$ cat config.mk
export PLATFORM = sky130hd
export DESIGN_NAME = apb_debug_port
export DESIGN_NICKNAME = d
export VERILOG_FILES = /design/src/mips_pkg.sv /design/src/apb_debug_port.sv
export SDC_FILE = /design/constraint.sdc
export NUM_CORES = 1
export LEC_CHECK = 0
export ABC_CLOCK_PERIOD_IN_PS = 1300
export BUFFER_PORTS_ARGS = -buffer_cell sky130_fd_sc_hd__buf_4
export CELL_PAD_IN_SITES_DETAIL_PLACEMENT = 0
export CELL_PAD_IN_SITES_GLOBAL_PLACEMENT = 2
export CORE_MARGIN = 1
export CORE_UTILIZATION = 10
export CTS_BUF_LIST = sky130_fd_sc_hd__clkbuf_4 sky130_fd_sc_hd__clkbuf_8 sky130_fd_sc_hd__clkbuf_16
export CTS_CLUSTER_SIZE = 10
export DETAILED_ROUTE_END_ITERATION = 10
export PLACE_DENSITY_LB_ADDON = 0.12
export SLEW_MARGIN = 20
export SYNTH_ARGS = -nofsm -noshare
export SYNTH_HDL_FRONTEND = slang
export SYNTH_SLANG_ARGS = --single-unit
$ cat constraint.sdc
create_clock -name clk -period 1.3 [get_ports clk]
set_input_delay 0.13 -clock clk [delete_from_list [all_inputs] [get_ports clk]]
set_output_delay 0.13 -clock clk [all_outputs]
set_load 0.02 [all_outputs]
$ cat src/mips_pkg.sv
package mips_pkg;

	// Core data width, fixed at 32
	localparam int word_width = 32;

	typedef logic [word_width-1:0] word_t;
	typedef logic [4:0] reg_addr_t;
	// Word address into instruction memory
	typedef logic [word_width-1:0] pc_t;

	// Primary opcodes of the subset
	typedef enum logic [5:0] {
		op_rtype = 6'h00,
		op_j     = 6'h02,
		op_beq   = 6'h04,
		op_bne   = 6'h05,
		op_addiu = 6'h09,
		op_andi  = 6'h0c,
		op_ori   = 6'h0d,
		op_lui   = 6'h0f,
		op_halt  = 6'h3f
	} opcode_e;

	// R-type function codes
	typedef enum logic [5:0] {
		fn_jr   = 6'h08,
		fn_addu = 6'h21,
		fn_subu = 6'h23,
		fn_and  = 6'h24,
		fn_or   = 6'h25,
		fn_xor  = 6'h26,
		fn_slt  = 6'h2a
	} funct_e;

	typedef enum logic [2:0] {
		alu_add, alu_sub, alu_and, alu_or, alu_xor, alu_slt, alu_lui, alu_pass_b
	} alu_op_e;

	typedef enum logic [2:0] {
		br_none, br_beq, br_bne, br_jump, br_jr
	} branch_e;

	// HALT is the all-ones word
	localparam word_t halt_instr = '1;

	// Fetch to decode
	typedef struct packed {
		pc_t   pc;
		word_t instr;
	} fetch_item_t;

	// Decode to execute
	typedef struct packed {
		pc_t         pc;
		reg_addr_t   rs;
		reg_addr_t   rt;
		word_t       rs_val;
		word_t       rt_val;
		word_t       imm;
		logic [25:0] jidx;
		alu_op_e     alu_op;
		branch_e     branch;
		logic        use_imm;
		reg_addr_t   dest;
		logic        we;
	} decode_item_t;

	////////////////////////////////////////
	// Debug address map, byte addresses
	////////////////////////////////////////
	localparam logic [15:0] dbg_imem_base = 16'h0000;
	localparam logic [15:0] dbg_reg_base  = 16'h2000;
	localparam int          dbg_reg_count = 32;
	localparam logic [15:0] dbg_ctrl      = 16'h3000;
	localparam logic [15:0] dbg_status    = 16'h3004;

endpackage

$ cat src/apb_debug_port.sv
`timescale 1ns/1ps

module apb_debug_port #(
	parameter int IMEM_DEPTH_LOG2 = 11
) (
	input  logic                clk,
	input  logic                reset,
	input  logic [15:0]         paddr,
	input  logic                psel,
	input  logic                penable,
	input  logic                pwrite,
	input  mips_pkg::word_t     pwdata,
	input  logic                halted,
	input  mips_pkg::word_t     imem_rdata,
	input  mips_pkg::word_t     reg_rdata,
	output mips_pkg::word_t     prdata,
	output logic                pready,
	output logic                pslverr,
	output logic                imem_we,
	output mips_pkg::pc_t       imem_addr,
	output mips_pkg::word_t     imem_wdata,
	output mips_pkg::reg_addr_t reg_raddr,
	output logic                run,
	output logic                restart
);

	import mips_pkg::*;

	logic access;
	logic aligned;
	logic is_imem;
	logic is_reg;
	logic is_ctrl;
	logic is_status;
	logic error;

	// Access phase, always completes in one cycle
	assign access = psel && penable;
	assign pready = access;

	////////////////////////////////////////
	// Address decode
	////////////////////////////////////////
	assign aligned   = (paddr[1:0] == 2'b00);
	assign is_imem   = aligned && paddr < dbg_reg_base &&
		((paddr - dbg_imem_base) >> 2) < (1 << IMEM_DEPTH_LOG2);
	assign is_reg    = aligned && paddr >= dbg_reg_base &&
		paddr < dbg_reg_base + 16'(dbg_reg_count * 4);
	assign is_ctrl   = (paddr == dbg_ctrl);
	assign is_status = (paddr == dbg_status);

	assign imem_addr  = pc_t'((paddr - dbg_imem_base) >> 2);
	assign imem_wdata = pwdata;
	assign reg_raddr  = reg_addr_t'((paddr - dbg_reg_base) >> 2);

	// Unmapped, imem write or register read while running
	assign error = !(is_imem || is_reg || is_ctrl || is_status) ||
		(is_imem && pwrite && run) ||
		(is_reg && !pwrite && run);
	assign pslverr = access && error;

	// Failed writes never reach the memory
	assign imem_we = access && pwrite && is_imem && !run;

	always_comb begin
		prdata = '0;
		if (is_imem)
			prdata = imem_rdata;
		else if (is_reg && !run)
			prdata = reg_rdata;
		else if (is_ctrl)
			prdata = word_t'(run);
		else if (is_status)
			prdata = word_t'(halted);
	end

	////////////////////////////////////////
	// Run control
	////////////////////////////////////////
	always_ff @(posedge clk or posedge reset) begin
		if (reset) begin
			run     <= 1'b0;
			restart <= 1'b0;
		end else begin
			// Restart lasts one cycle
			restart <= 1'b0;
			if (access && pwrite && is_ctrl) begin
				run     <= pwdata[0];
				restart <= pwdata[1];
			end
		end
	end

endmodule

# [After elaboration in Yosys (flattened, before gate mapping)]
# Index checks and enable logic that the tools add are counted.
[totals] reg_bits=2 latch_bits=0 ram_bits=0 rom_bits=0 output_inout_bits=106 elab_cells=38 memories=0
[op_classes] addsub=1 multipliers=0 n_div=0 order_cmp=4 eq_ne=2 shift=0 mux=5 bitwise=0 n_reduce_logical=24
[ops] operator="32-bit two-way mux" n=2
[ops] operator="16-bit by 14-bit equality test with 1-bit output, second input constant" n=2
[ops] operator="16-bit by 14-bit less-than comparator with 1-bit output, second input constant" n=2
[ops] operator="16-bit by 14-bit greater-or-equal comparator with 1-bit output, second input constant" n=1
[ops] operator="1-bit logical AND" n=15
[ops] operator="14-bit by 12-bit less-than comparator with 1-bit output, second input constant" n=1
[ops] operator="7-bit by 1-bit subtractor with 7-bit output, second input constant" n=1
[ops] operator="1-bit logical OR" n=5
[ops] operator="1-bit logical NOT" n=3
[ops] operator="1-bit two-way mux" n=3
[ops] operator="2-bit logical NOT" n=1

# [Longest topological paths before layout]
[logic_depth] ltp_word=10 ltp_mapped=6 ltp_nobuf=5

# [Worst setup path before layout]
# OpenSTA, ideal clock, no wires.
[synth_path] path_type="input to output" start="in paddr[14]" end="out imem_we" arrival_time_ns=1.634 required_time_ns=1.170 slack_ns=-0.464 cell_stages=5 path_cell_list="nor4_1 -> nor2b_1 -> clkbuf_1 -> clkbuf_1 -> nor3b_1"
[synth_between] elab_chain_cells=5
[synth_lines] element="start: declaration" line_no="apb_debug_port.sv:8" text="input logic [15:0] paddr,"
[synth_lines] element="16-bit by 14-bit less-than comparator with 1-bit output" line_no="apb_debug_port.sv:45" text="assign is_imem = aligned && paddr < dbg_reg_base &&"
[synth_lines] element="1-bit logical AND" line_no="apb_debug_port.sv:45"
[synth_lines] element="1-bit logical AND (*)" line_no="apb_debug_port.sv:45"
[synth_lines] element="1-bit logical AND (*) (2 in a row)" line_no="apb_debug_port.sv:63" text="assign imem_we = access && pwrite && is_imem && !run;"
[synth_lines] element="end: declaration" line_no="apb_debug_port.sv:19" text="output logic imem_we,"
# Every way passes the cells marked *; elsewhere a longest branch is shown, timed or not.

# [Worst setup path in the final report]
[layout_path] start="in paddr[0]" end="reg run"
[layout_between] elab_chain_cells=2
[layout_lines] element="16-bit by 14-bit equality test with 1-bit output" line_no="apb_debug_port.sv:49" text="assign is_ctrl = (paddr == dbg_ctrl);"
[layout_lines] element="1-bit logical AND" line_no="apb_debug_port.sv:87" text="if (access && pwrite && is_ctrl) begin"
[layout_lines] element="end signal: assignment" line_no="apb_debug_port.sv:88" text="run <= pwdata[0];"
[layout_lines] element="end: declaration" line_no="apb_debug_port.sv:23" text="output logic run,"
# No other way between the ends.
# A chain may end at the register's enable or synchronous reset.

==> run metrics <==
Finished Core Util 0.227; largest net degree at the start of global routing 32; Mapped Avg Cell Area 7.65 um2; minimum hold slack 0.157 ns; static power due to leakage 1.15 nW; Setup Total Neg Slack -10.12 ns; sequential fraction of the synthesis area 0.0481; Worst EP required 1.39 ns; clock-pin slew of the registers on the worst-case setup and hold paths 0.03 ns; Worst-Skew Late Latency 0.21 ns; failing checks negative setup slack; synth unique cells 23; depth of the CTS H-tree 1; pwr dens 355 mW/mm2; Synth-to-Final Area Change 116%; vias 1,339; RePlAce Congestion 0.674; Post-synth ARST share 1.00; Compound-Gate Fraction of Synth Area 0.295; CP arrival 1.74 ns; drt drc 0; clk_skew 0 ns; Critical Path Sink run; CTS Buffer Depth 2; origin of the critical flop-to-flop path run; Total Power 797 uW; cell row count 36; layout cells sized above 1 0.735; number of CTS-inserted buffers 3; antenna viol nets, final 0; post-route setup slack -0.347 ns; Final setup violation count 36; area share of the largest cell type after synthesis 0.498; Crit Path Category in2reg; Die Ht 104 um; vias in the first global route 1,282; CTS tree built; Area contributors post-synth buf_4 (50%), a22o_1 (26%), dfrtp_1 (4.8%); Post-DP Area 0.00202 mm2; Adder-Cell Fraction of Synth Area 0; Fmax 0.607 GHz; peak supply drop 139 uV; final slew viol count 0; Initial Util 0.105; Reg-to-Reg End run; count leader, synth buf_4; synth warn 0; Root Buffer clkbuf_8; Post-synth EDFFs 0; port buffer count 145; reg2reg path depth 2; R2R Setup Slk 0.38 ns; First DRT Iteration DRCs 23; Final Critical Period 1.65 ns; GRT Resource Usage Total 0.0887; worst-path fanout max 2; Synth top cells by count buf_4 (69), a22o_1 (31), clkbuf_1 (4), inv_1 (4), nand2_1 (4); initial antenna violation count 0; endpoint class of the critical path flop; DIE AREA 0.0108 mm2; DR WL/cell 13.8 um; Post-Synthesis Cells 136; final wirelength 5210 um; Hold/Removal Path Class in2reg; mux contribution to synthesized area 0.0241; Fill cells 1,131; register bit total from synthesis 2; cell area after layout 0.00224 mm2; start point of the critical path paddr[0]; # IOs 224; first-pass GRT wire length 7500 um; drt pass-1 iters 4; largest family of logic cells by synthesized area buffers and inverters; fin nets 365; area leader, netlist buf_4; Main synth FF type dfrtp_1; via-per-instance ratio 3.54; outcome complete, but fails checks; period utilization 1.27; Overflow after GRT 0; clk sinks 2; simple logic cell fraction of the synthesized area 0.0878; XOR/XNOR Fraction of Synth Area 0; Max-Cap Viols 0; Diodes inserted 0; RSZ-0062 raised after global routing true; Die Width 104 um; Worst Setup Start Kind input pin; Final Hold Vio Count 0; core area 0.00991 mm2; synthesized cell area 0.00104 mm2; DP Wirelength 4590 um
==> power by group <==
part           total, mW  switching [mW]  leakage (nW)  internal [mW]
combinational      0.487           0.211          1.10          0.276
clock              0.248          0.0515        0.0216          0.196
sequential        0.0628      0.00000195        0.0280         0.0628
total              0.797           0.263          1.15          0.535
==> flip-flops by register name, summed over array words and instances, names as in the netlist <==
signal / cells
restart: 1
run: 1
==> worst min path at each step <==
| stage | to | cells after the start | start |
|---|---|---|---|
| final | restart | 3 | pwdata[1] |
| after global routing | restart | 3 | pwdata[1] |
| after CTS | restart | 3 | pwdata[1] |
| after detailed placement | restart | 2 | reset |
| after global placement | restart | 2 | reset |
| after floorplan | restart | 1 | reset |
==> per-stage QoR <==
step                      setup WS (ns)  cells
after global placement           -0.624    371
after detailed placement         -0.664    371
after CTS                        -0.318    376
final                            -0.347    378
after global routing             -0.427    378
after floorplan                  -0.279    153
==> critical path: stages <==
cell,delay [ns]
buf_8,0.10
nor4_4,0.31
nand4b_1,0.20
buf_4,0.18
or4_4,0.52
mux2_4,0.31
==> placed cells by master, fill, tap and decap left out <==
| cell | count |
|---|---|
| nor4_2 | 1 |
| buf_8 | 1 |
| inv_1 | 4 |
| nand2b_4 | 1 |
| clkbuf_8 | 3 |
| nor4_4 | 1 |
| nor2b_4 | 1 |
| dfrtp_1 | 2 |
| a2bb2oi_1 | 1 |
| a211oi_2 | 1 |
| buf_12 | 5 |
| nand2_1 | 4 |
| a22o_1 | 31 |
| a21o_2 | 1 |
| mux2i_1 | 1 |
| mux2_4 | 1 |
| buf_4 | 130 |
| nand4b_1 | 1 |
| conb_1 | 18 |
| a21oi_2 | 1 |
| dlygate4sd3_1 | 1 |
| nor3b_4 | 1 |
| buf_6 | 28 |
| or4_4 | 2 |
| nor2_1 | 2 |
| nor3_2 | 1 |
| o21ai_2 | 1 |
==> final cells by class <==
cell class	count	area, um2	area share
Sequential cell	2	50.0	0.0223
Inverter	4	15.0	0.00669
Timing Repair Buffer	165	1420	0.631
Tap cell	133	166	0.0741
Multi-Input combinational cell	71	556	0.247
Clock buffer	3	41.3	0.0184
==> routing by layer <==
layer	track usage	vias up	part of all wire
met2	0.167	124	0.51
met5	0	-	0
met4	0.0245	0	0.0069
met3	0.0276	8	0.12
li1	-	613	-
met1	0.0942	594	0.36
==> logic make-up (layout without fill, tap and decap cells) <==
kind of cell           after synthesis  count (layout)
DFF                                  2               2
AOI/OAI and AO/OA                   36              36
and+or+nand+nor                     15              15
buffers and inverters               80             172
muxes                                2               2
other                                1              18
==> what timing repair did <==
item	in CTS	in global routing
gates resized for setup	24	13
endpoints found under the hold margin	2	0
hold buffers	1	0
pin swaps	4	2
setup endpoints to repair	36	36
gates cloned	0	0
setup buffers	1	2
Note: power is estimated with default switching activity, not from simulation.
